===== config.mk =====
export PLATFORM = sky130hd
export DESIGN_NAME = align_ram_top
export DESIGN_NICKNAME = d
export VERILOG_FILES = /design/src/ram_wrap_pkg.sv /design/src/align_ram_top.sv /design/src/align_shadow_monitor.sv /design/src/rd_resp_fifo.sv /design/src/word_align_ctrl.sv /design/src/sram_1r1w_model.sv /design/src/addr_split.sv
export SDC_FILE = /design/constraint.sdc
export NUM_CORES = 2
export LEC_CHECK = 0
export BUFFER_PORTS_ARGS = -buffer_cell sky130_fd_sc_hd__buf_2
export CORE_MARGIN = 3
export CORE_UTILIZATION = 55
export CTS_CLUSTER_SIZE = 25
export DETAILED_ROUTE_END_ITERATION = 7
export GPL_TIMING_DRIVEN = 1
export PLACE_DENSITY_LB_ADDON = 0.25
export SLEW_MARGIN = 30
export SYNTH_ARGS = -nofsm -noshare
export SYNTH_HDL_FRONTEND = slang
export SYNTH_HIERARCHICAL = 1
export SYNTH_SLANG_ARGS = --single-unit
export TNS_END_PERCENT = 30

===== constraint.sdc =====
create_clock -name clk -period 20 [get_ports clk]
set_clock_uncertainty 0.05 [all_clocks]
set_input_delay 4 -clock clk [delete_from_list [all_inputs] [get_ports clk]]
set_output_delay 4 -clock clk [all_outputs]
set_load 0.03 [all_outputs]

===== src/ram_wrap_pkg.sv =====
package ram_wrap_pkg;

  // logical memory.
  localparam int word_width = 16;
  localparam int num_addr   = 96;
  localparam int bit_addr   = $clog2(num_addr);

  // physical geometry, three words per row.
  localparam int num_wrds   = 3;
  localparam int bit_wrds   = $clog2(num_wrds);
  localparam int num_srow   = num_addr / num_wrds;
  localparam int bit_srow   = $clog2(num_srow);
  localparam int row_width  = num_wrds * word_width;

  localparam int sram_delay = 2;              // row read to data.
  localparam int push_delay = sram_delay + 1; // row read to fifo push.

  // response path.
  localparam int resp_depth   = 4;
  localparam int bit_resp     = $clog2(resp_depth);
  localparam int resp_credits = 2;

  // one physical row, seen flat or as word lanes.
  typedef union packed {
    logic [row_width-1:0]                flat;
    logic [num_wrds-1:0][word_width-1:0] lane;
  } row_word_t;

endpackage

===== src/align_ram_top.sv =====
`timescale 1ns/1ps

module align_ram_top (
  input  logic                                clk,
  input  logic                                rst,
  input  logic                                wr_en,
  input  logic [ram_wrap_pkg::bit_addr-1:0]   wr_adr,
  input  logic [ram_wrap_pkg::word_width-1:0] wr_data,
  input  logic [ram_wrap_pkg::word_width-1:0] wr_mask,
  input  logic                                rd_en,
  input  logic [ram_wrap_pkg::bit_addr-1:0]   rd_adr,
  input  logic                                rd_credit,
  input  logic [ram_wrap_pkg::bit_addr-1:0]   mon_adr,
  output logic                                rd_vld,
  output logic [ram_wrap_pkg::word_width-1:0] rd_data,
  output logic                                rd_req_credit,
  output logic                                mon_err
);
  import ram_wrap_pkg::*;

  logic                  mem_wr_en;
  logic [bit_srow-1:0]   mem_wr_adr;
  row_word_t             mem_wr_data;
  row_word_t             mem_wr_mask;
  logic                  mem_rd_en;
  logic [bit_srow-1:0]   mem_rd_adr;
  row_word_t             mem_rd_data;
  logic                  push;
  logic [word_width-1:0] push_data;

  word_align_ctrl i_word_align_ctrl (
    .clk         (clk),
    .rst         (rst),
    .wr_en       (wr_en),
    .wr_adr      (wr_adr),
    .wr_data     (wr_data),
    .wr_mask     (wr_mask),
    .rd_en       (rd_en),
    .rd_adr      (rd_adr),
    .mem_wr_en   (mem_wr_en),
    .mem_wr_adr  (mem_wr_adr),
    .mem_wr_data (mem_wr_data),
    .mem_wr_mask (mem_wr_mask),
    .mem_rd_en   (mem_rd_en),
    .mem_rd_adr  (mem_rd_adr),
    .mem_rd_data (mem_rd_data),
    .push        (push),
    .push_data   (push_data)
  );

  sram_1r1w_model i_sram_1r1w_model (
    .clk         (clk),
    .mem_wr_en   (mem_wr_en),
    .mem_wr_adr  (mem_wr_adr),
    .mem_wr_data (mem_wr_data),
    .mem_wr_mask (mem_wr_mask),
    .mem_rd_en   (mem_rd_en),
    .mem_rd_adr  (mem_rd_adr),
    .mem_rd_data (mem_rd_data)
  );

  rd_resp_fifo i_rd_resp_fifo (
    .clk           (clk),
    .rst           (rst),
    .push          (push),
    .push_data     (push_data),
    .rd_credit     (rd_credit),
    .rd_vld        (rd_vld),
    .rd_data       (rd_data),
    .rd_req_credit (rd_req_credit)
  );

  align_shadow_monitor i_align_shadow_monitor (
    .clk         (clk),
    .rst         (rst),
    .mon_adr     (mon_adr),
    .wr_en       (wr_en),
    .wr_adr      (wr_adr),
    .wr_data     (wr_data),
    .wr_mask     (wr_mask),
    .mem_wr_en   (mem_wr_en),
    .mem_wr_adr  (mem_wr_adr),
    .mem_wr_data (mem_wr_data),
    .mem_wr_mask (mem_wr_mask),
    .mem_rd_en   (mem_rd_en),
    .mem_rd_adr  (mem_rd_adr),
    .mem_rd_data (mem_rd_data),
    .rd_en       (rd_en),
    .rd_adr      (rd_adr),
    .push        (push),
    .push_data   (push_data),
    .mon_err     (mon_err)
  );

endmodule


===== src/align_shadow_monitor.sv =====
`timescale 1ns/1ps

module align_shadow_monitor (
  input  logic                                clk,
  input  logic                                rst,
  input  logic [ram_wrap_pkg::bit_addr-1:0]   mon_adr,
  input  logic                                wr_en,
  input  logic [ram_wrap_pkg::bit_addr-1:0]   wr_adr,
  input  logic [ram_wrap_pkg::word_width-1:0] wr_data,
  input  logic [ram_wrap_pkg::word_width-1:0] wr_mask,
  input  logic                                mem_wr_en,
  input  logic [ram_wrap_pkg::bit_srow-1:0]   mem_wr_adr,
  input  ram_wrap_pkg::row_word_t             mem_wr_data,
  input  ram_wrap_pkg::row_word_t             mem_wr_mask,
  input  logic                                mem_rd_en,
  input  logic [ram_wrap_pkg::bit_srow-1:0]   mem_rd_adr,
  input  ram_wrap_pkg::row_word_t             mem_rd_data,
  input  logic                                rd_en,
  input  logic [ram_wrap_pkg::bit_addr-1:0]   rd_adr,
  input  logic                                push,
  input  logic [ram_wrap_pkg::word_width-1:0] push_data,
  output logic                                mon_err
);
  import ram_wrap_pkg::*;

  logic [bit_srow-1:0]   sel_srow;
  logic [bit_wrds-1:0]   sel_lane;
  logic [word_width-1:0] phy_known;
  logic [word_width-1:0] phy_word;
  logic [word_width-1:0] log_known;
  logic [word_width-1:0] log_word;
  logic [sram_delay-1:0] pchk_vld;
  logic [word_width-1:0] pchk_known [sram_delay];
  logic [word_width-1:0] pchk_word [sram_delay];
  logic [bit_wrds-1:0]   pchk_lane [sram_delay];
  logic [push_delay-1:0] lchk_vld;
  logic [word_width-1:0] lchk_known [push_delay];
  logic [word_width-1:0] lchk_word [push_delay];
  logic                  phy_bad;
  logic                  log_bad;

  addr_split i_mon_split (
    .adr  (mon_adr),
    .srow (sel_srow),
    .lane (sel_lane)
  );

  // shadows start with no known bits.
  always_ff @(posedge clk) begin
    if (rst) begin
      phy_known <= '0;
      log_known <= '0;
    end else begin
      if (mem_wr_en && (mem_wr_adr == sel_srow)) begin
        phy_known <= phy_known | mem_wr_mask.lane[sel_lane];
      end
      if (wr_en && (wr_adr == mon_adr)) begin
        log_known <= log_known | wr_mask;
      end
    end
  end

  always_ff @(posedge clk) begin
    if (mem_wr_en && (mem_wr_adr == sel_srow)) begin
      phy_word <= (mem_wr_data.lane[sel_lane] & mem_wr_mask.lane[sel_lane]) |
                  (phy_word & ~mem_wr_mask.lane[sel_lane]);
    end
    if (wr_en && (wr_adr == mon_adr)) begin
      log_word <= (wr_data & wr_mask) | (log_word & ~wr_mask);
    end
  end

  // snapshot taken at read issue, before any same-cycle write.
  always_ff @(posedge clk) begin
    if (rst) begin
      pchk_vld <= '0;
      lchk_vld <= '0;
    end else begin
      pchk_vld <= {pchk_vld[sram_delay-2:0], mem_rd_en && (mem_rd_adr == sel_srow)};
      lchk_vld <= {lchk_vld[push_delay-2:0], rd_en && (rd_adr == mon_adr)};
    end
  end

  always_ff @(posedge clk) begin
    pchk_known[0] <= phy_known;
    pchk_word[0]  <= phy_word;
    pchk_lane[0]  <= sel_lane;
    for (int i = 1; i < sram_delay; i++) begin
      pchk_known[i] <= pchk_known[i-1];
      pchk_word[i]  <= pchk_word[i-1];
      pchk_lane[i]  <= pchk_lane[i-1];
    end
    lchk_known[0] <= log_known;
    lchk_word[0]  <= log_word;
    for (int i = 1; i < push_delay; i++) begin
      lchk_known[i] <= lchk_known[i-1];
      lchk_word[i]  <= lchk_word[i-1];
    end
  end

  assign phy_bad = pchk_vld[sram_delay-1] &&
                   (((mem_rd_data.lane[pchk_lane[sram_delay-1]] ^ pchk_word[sram_delay-1]) &
                     pchk_known[sram_delay-1]) != '0);

  // a missing push is a mismatch as well.
  assign log_bad = lchk_vld[push_delay-1] &&
                   (!push || (((push_data ^ lchk_word[push_delay-1]) &
                               lchk_known[push_delay-1]) != '0));

  always_ff @(posedge clk) begin
    if (rst) begin
      mon_err <= 1'b0;
    end else if (phy_bad || log_bad) begin
      mon_err <= 1'b1; // sticky.
    end
  end

endmodule


===== src/rd_resp_fifo.sv =====
`timescale 1ns/1ps

module rd_resp_fifo (
  input  logic                                clk,
  input  logic                                rst,
  input  logic                                push,
  input  logic [ram_wrap_pkg::word_width-1:0] push_data,
  input  logic                                rd_credit,
  output logic                                rd_vld,
  output logic [ram_wrap_pkg::word_width-1:0] rd_data,
  output logic                                rd_req_credit
);
  import ram_wrap_pkg::*;

  logic [word_width-1:0] resp_mem [resp_depth];
  logic [bit_resp-1:0]   wr_ptr;
  logic [bit_resp-1:0]   rd_ptr;
  logic [bit_resp:0]     fill;
  logic [bit_resp:0]     credits; // response credits held.
  logic                  pop;

  function automatic logic [bit_resp-1:0] ptr_next(input logic [bit_resp-1:0] ptr);
    if (ptr == bit_resp'(resp_depth - 1)) begin
      return '0;
    end
    return ptr + 1'b1;
  endfunction

  assign pop = (fill != '0) && (credits != '0);

  // each response frees one request slot for the client.
  assign rd_vld        = pop;
  assign rd_req_credit = pop;
  assign rd_data       = resp_mem[rd_ptr];

  always_ff @(posedge clk) begin
    if (push) begin
      resp_mem[wr_ptr] <= push_data;
    end
  end

  always_ff @(posedge clk) begin
    if (rst) begin
      wr_ptr <= '0;
      rd_ptr <= '0;
      fill   <= '0;
    end else begin
      if (push) begin
        wr_ptr <= ptr_next(wr_ptr);
      end
      if (pop) begin
        rd_ptr <= ptr_next(rd_ptr);
      end
      case ({push, pop})
        2'b10:   fill <= fill + 1'b1;
        2'b01:   fill <= fill - 1'b1;
        default: fill <= fill;
      endcase
    end
  end

  always_ff @(posedge clk) begin
    if (rst) begin
      credits <= (bit_resp + 1)'(resp_credits);
    end else begin
      case ({pop, rd_credit})
        2'b10:   credits <= credits - 1'b1;
        2'b01:   credits <= credits + 1'b1;
        default: credits <= credits;
      endcase
    end
  end

endmodule


===== src/word_align_ctrl.sv =====
`timescale 1ns/1ps

module word_align_ctrl (
  input  logic                                clk,
  input  logic                                rst,
  input  logic                                wr_en,
  input  logic [ram_wrap_pkg::bit_addr-1:0]   wr_adr,
  input  logic [ram_wrap_pkg::word_width-1:0] wr_data,
  input  logic [ram_wrap_pkg::word_width-1:0] wr_mask,
  input  logic                                rd_en,
  input  logic [ram_wrap_pkg::bit_addr-1:0]   rd_adr,
  output logic                                mem_wr_en,
  output logic [ram_wrap_pkg::bit_srow-1:0]   mem_wr_adr,
  output ram_wrap_pkg::row_word_t             mem_wr_data,
  output ram_wrap_pkg::row_word_t             mem_wr_mask,
  output logic                                mem_rd_en,
  output logic [ram_wrap_pkg::bit_srow-1:0]   mem_rd_adr,
  input  ram_wrap_pkg::row_word_t             mem_rd_data,
  output logic                                push,
  output logic [ram_wrap_pkg::word_width-1:0] push_data
);
  import ram_wrap_pkg::*;

  logic [bit_srow-1:0]   wr_srow;
  logic [bit_wrds-1:0]   wr_lane;
  logic [bit_srow-1:0]   rd_srow;
  logic [bit_wrds-1:0]   rd_lane;
  logic [push_delay-1:0] vld_pipe;
  logic [bit_wrds-1:0]   lane_pipe [sram_delay];

  addr_split i_wr_split (
    .adr  (wr_adr),
    .srow (wr_srow),
    .lane (wr_lane)
  );

  addr_split i_rd_split (
    .adr  (rd_adr),
    .srow (rd_srow),
    .lane (rd_lane)
  );

  // writes go straight to the row, other lanes masked off.
  assign mem_wr_en  = wr_en;
  assign mem_wr_adr = wr_srow;

  always_comb begin
    mem_wr_data               = '0;
    mem_wr_mask               = '0;
    mem_wr_data.lane[wr_lane] = wr_data;
    mem_wr_mask.lane[wr_lane] = wr_mask;
  end

  assign mem_rd_en  = rd_en;
  assign mem_rd_adr = rd_srow;

  always_ff @(posedge clk) begin
    if (rst) begin
      vld_pipe <= '0;
    end else begin
      vld_pipe <= {vld_pipe[push_delay-2:0], rd_en};
    end
  end

  always_ff @(posedge clk) begin
    lane_pipe[0] <= rd_lane;
    for (int i = 1; i < sram_delay; i++) begin
      lane_pipe[i] <= lane_pipe[i-1];
    end
  end

  // row data lines up with the last lane stage.
  always_ff @(posedge clk) begin
    if (vld_pipe[sram_delay-1]) begin
      push_data <= mem_rd_data.lane[lane_pipe[sram_delay-1]];
    end
  end

  assign push = vld_pipe[push_delay-1];

endmodule


===== src/sram_1r1w_model.sv =====
`timescale 1ns/1ps

module sram_1r1w_model (
  input  logic                              clk,
  input  logic                              mem_wr_en,
  input  logic [ram_wrap_pkg::bit_srow-1:0] mem_wr_adr,
  input  ram_wrap_pkg::row_word_t           mem_wr_data,
  input  ram_wrap_pkg::row_word_t           mem_wr_mask,
  input  logic                              mem_rd_en,
  input  logic [ram_wrap_pkg::bit_srow-1:0] mem_rd_adr,
  output ram_wrap_pkg::row_word_t           mem_rd_data
);
  import ram_wrap_pkg::*;

  row_word_t mem_array [num_srow];
  row_word_t rd_pipe [sram_delay];

  // bit-masked merge into the addressed row.
  always_ff @(posedge clk) begin
    if (mem_wr_en) begin
      mem_array[mem_wr_adr].flat <= (mem_wr_mask.flat & mem_wr_data.flat) |
                                    (~mem_wr_mask.flat & mem_array[mem_wr_adr].flat);
    end
  end

  // read sees the row before a same-cycle write.
  always_ff @(posedge clk) begin
    if (mem_rd_en) begin
      rd_pipe[0] <= mem_array[mem_rd_adr];
    end
    for (int i = 1; i < sram_delay; i++) begin
      rd_pipe[i] <= rd_pipe[i-1];
    end
  end

  assign mem_rd_data = rd_pipe[sram_delay-1];

endmodule


===== src/addr_split.sv =====
`timescale 1ns/1ps

module addr_split (
  input  logic [ram_wrap_pkg::bit_addr-1:0] adr,
  output logic [ram_wrap_pkg::bit_srow-1:0] srow,
  output logic [ram_wrap_pkg::bit_wrds-1:0] lane
);
  import ram_wrap_pkg::*;

  logic [bit_addr-1:0] quo;
  logic [bit_addr-1:0] rem;

  // word count per row need not be a power of two.
  assign quo = adr / bit_addr'(num_wrds);
  assign rem = adr % bit_addr'(num_wrds);

  assign srow = quo[bit_srow-1:0];
  assign lane = rem[bit_wrds-1:0];

endmodule


==> impl_metrics.env <==
export IMPL_outcome="complete, no violations"
export IMPL_clock_latency_ns=0.87
export IMPL_synth_seq_cells=1965
export IMPL_crit_path_max_incr_delay_ns=0.75
export IMPL_final_cell_mix="edfxtp_1 (1,696), mux2i_1 (559), mux4_2 (552), dfxtp_1 (268), clkbuf_16 (199)"
export IMPL_rsz0062_at_grt="no"
export IMPL_rrSetupSlack_ns=16.64
export IMPL_max_freq_mhz=101.4
export IMPL_grt_pass1_vias=51070
export IMPL_critPathMaxFanout=37
export IMPL_timing_final_crit_period_ns=9.860
export IMPL_wl_um=272400
export IMPL_wl_per_cell_um=37.28
export IMPL_worst_hold_path_type="flip-flop to flip-flop"
export IMPL_top_level_ports=77
export IMPL_yosys_most_used_dff="edfxtp_1"
export IMPL_cts_hold_buf=0
export IMPL_antenna_found_initial=12
export IMPL_num_rows=146
export IMPL_clk_pin_slew_ns=0.06
export IMPL_p_seq_share_pct=46.5
export IMPL_post_cts_resized=0
export IMPL_ys_types=93
export IMPL_swShare_pct=27.74
export IMPL_port_buffers=76
export IMPL_fin_tns_setup_ns=0
export IMPL_p_comb_share_pct=19.9
export IMPL_syn_nets=5066
export IMPL_seq_area_mm2=0.05632
export IMPL_ant_nets=0
export IMPL_cts_setup_buffers=0
export IMPL_drv_cap=0
export IMPL_htree_levels=4
export IMPL_dieHeight_um=406.7
export IMPL_grt_pass1_wl_um=380400
export IMPL_area_growth_pct=10.48
export IMPL_criticalPathCategory="primary input to flip-flop"
export IMPL_syn_avg_cell_area_um2=17.69
export IMPL_seq_area_frac_synth_pct=63.76
export IMPL_grt_overflow=0
export IMPL_drt_iter0_drc=7686
export IMPL_p_int_mw=7.818
export IMPL_switchingPower_mw=3.002
export IMPL_setup_violations=0
export IMPL_worst_path_dominant_cell_family="buffers and inverters"
export IMPL_via_count=53020
export IMPL_cpMaxStageDelayCell="buf_4"
export IMPL_final_cells=7306
export IMPL_core_area_mm2=0.1589
export IMPL_syn_cell_area_mm2=0.08832
export IMPL_end_kind="flip-flop"
export IMPL_synth_compound_area_share_pct=5.548
export IMPL_yosysWarningCount=6
export IMPL_async_reset_ff_share_pct=0
export IMPL_clkPwrFrac_pct=33.5
export IMPL_cts_tree="done"
export IMPL_hold_viol_final=0
export IMPL_grt_max_degree=140
export IMPL_synthCells=4994
export IMPL_period_share_pct=49.30
export IMPL_slew_violations=0
export IMPL_drt_first_pass_iters=6
export IMPL_fillers=11160
export IMPL_cellPowerDensity_mw_per_mm2=110.9
export IMPL_synthAdderAreaFrac_pct=0.2153
export IMPL_drt_vias_per_instance=7.257
export IMPL_drc=0
export IMPL_drive_above_1_share_pct=23.14
export IMPL_synthMuxAreaShare_pct=22.99
export IMPL_die_area_mm2=0.1654
export IMPL_crit_arrival_ns=10.23
export IMPL_synth_simple_area_share_pct=3.754
export IMPL_cts_buffer_depth=3
export IMPL_multi_input_area_mm2=0.02989
export IMPL_slew_headroom_pct=23.34
export IMPL_track_usage_pct=32.92
export IMPL_die_w_um=406.7
export IMPL_whs_ns=0.2534
export IMPL_tightest_slew_ns=1.150
export IMPL_synth_edf_count=1696
export IMPL_power_leakage_nw=32.43
export IMPL_stdcell_area_mm2=0.09758
export IMPL_dp_cells=6926
export IMPL_clock_sinks=1965
export IMPL_synthXorXnorAreaFrac_pct=0.7438
export IMPL_timing_final_ws_setup_ns=10.14
export IMPL_path_buf_inv=4
export IMPL_final_common_cell="edfxtp_1"
export IMPL_synth_top_family_by_area="multiplexers"
export IMPL_cts_root_buf="clkbuf_16"
export IMPL_hpwl_um=158100
export IMPL_numCtsBuffers=195
export IMPL_pre_cts_slack_ns=9.383
export IMPL_cp_required_ns=20.37
export IMPL_initial_core_util_pct=55.57
export IMPL_crit_chain="buf_2 > nor2b_1 > nor3_1 > a2111oi_0 > a21oi_1 > ha_1 > nand4bb_1 > a21oi_1 > o21ai_0 > a21oi_1 > a21o_1 > o21ai_4 > buf_4 > nand4bb_4 > buf_4 > buf_4 > o22ai_1 > nor4_1 > a41oi_4"
export IMPL_nets=5126
export IMPL_ir_drop_mv=0.08454
export IMPL_dpl_cell_area_mm2=0.09112
export IMPL_worst_setup_path_start_kind="primary input"
export IMPL_gp_congestion=0.9117
==> kinds of logic (layout without fill, tap and decap cells) <==
| logic type | Yosys count | in the layout |
|---|---|---|
| fa+ha+maj | 14 | 14 |
| other cells | 0 | 13 |
| mux | 1203 | 1203 |
| xor+xnor | 75 | 75 |
| flops | 1965 | 1965 |
| buf+inv | 475 | 702 |
| compound gates | 680 | 680 |
| simple gates | 582 | 582 |
==> cells in the mapped netlist (13+ instances only) <==
cell type,n,area (µm²)
edfxtp_1,1696,50930
mux2i_1,559,5595
mux4_2,552,12430
dfxtp_1,269,5385
o22ai_1,180,1126
nor2_1,147,551.8
buf_2,137,685.7
clkbuf_1,127,476.7
and2_1,120,750.7
mux4_1,82,2155
buf_4,80,600.6
a22oi_1,71,533.0
a21oi_1,67,335.3
inv_1,67,251.5
nand2_1,58,217.7
nor2b_1,51,319.1
o21a_1,48,360.4
a32oi_1,46,402.9
xnor2_1,43,376.6
nor4_1,40,250.2
a221oi_1,36,315.3
o21ai_0,34,170.2
a22o_1,32,280.3
xor2_1,32,280.3
nand2b_1,25,156.4
buf_1,21,78.83
nand3b_1,20,150.1
o2bb2ai_1,18,157.7
a211oi_1,17,127.6
and3_1,17,106.4
o21ai_1,17,85.08
o21ba_2,16,160.2
o21bai_1,16,120.1
nand4_1,15,93.84
buf_6,13,146.4
==> registers in the layout (all words and copies together) (netlist names), 16 cells and up, named ones only <==
register and flops:
i_align_shadow_monitor/pchk_known 32, i_align_shadow_monitor/lchk_word 48, i_align_shadow_monitor/lchk_known 48, i_align_shadow_monitor/log_known 16, i_align_shadow_monitor/phy_known 16, i_sram_1r1w_model/rd_pipe 96
i_word_align_ctrl/push_data 16, i_align_shadow_monitor/pchk_word 32, i_sram_1r1w_model/mem_array 1536, i_rd_resp_fifo/resp_mem 64
==> stage by stage <==
| step | power [mW] | utilization, % |
|---|---|---|
| 6_report | 10.82 | 61.40 |
| 5_1_grt | 11.13 | 61.38 |
| 4_1_cts | 10.81 | 61.35 |
| 3_5_place_dp | 7.231 | 57.34 |
| 3_3_place_gp | 7.172 | 57.07 |
| 2_1_floorplan | 6.584 | - |
==> metal layers <==
metal,up-vias,global-route usage [%],wire [µm]
met5,-,0,42
met4,6,14.61,14440
met3,829,8.982,37210
met2,4097,49.99,123300
met1,27320,44.99,97330
li1,20770,-,-
==> layout make-up <==
type | count | area share (%)
diodes | 13 | 0.03334
well taps | 2072 | 2.657
repair buffers | 271 | 2.172
clock inverters | 90 | 0.9258
multi-input cells | 2554 | 30.63
inverters | 67 | 0.2577
clock buffers | 274 | 5.612
flip-flops and latches | 1965 | 57.71
==> power by group through the flow <==
stage	sequential [mW]	clock (mW)	combinational, mW
after floorplan	5.08	0	1.50
after global placement	5.11	0	2.06
after detailed placement	5.12	0	2.11
after CTS	5.03	3.66	2.12
after global routing	5.04	3.83	2.26
final	5.04	3.63	2.16
==> path summary, 6_finish.rpt <==
check             cells past startpoint                                               to                                            start
setup / recovery                     19    i_sram_1r1w_model/mem_array[25][47]$_DFFE_PP_                                        wr_adr[6]
hold / removal                        0  i_align_shadow_monitor/pchk_word[0][29]$_DFF_P_  i_align_shadow_monitor/pchk_word[0][13]$_DFF_P_
setup reg to reg                      7      i_align_shadow_monitor/mon_err$_SDFFE_PP0P_   i_align_shadow_monitor/pchk_lane[0][3]$_DFF_P_
hold reg to reg                       0  i_align_shadow_monitor/pchk_word[0][29]$_DFF_P_  i_align_shadow_monitor/pchk_word[0][13]$_DFF_P_
No activity file was read; power rests on OpenSTA's default activity.
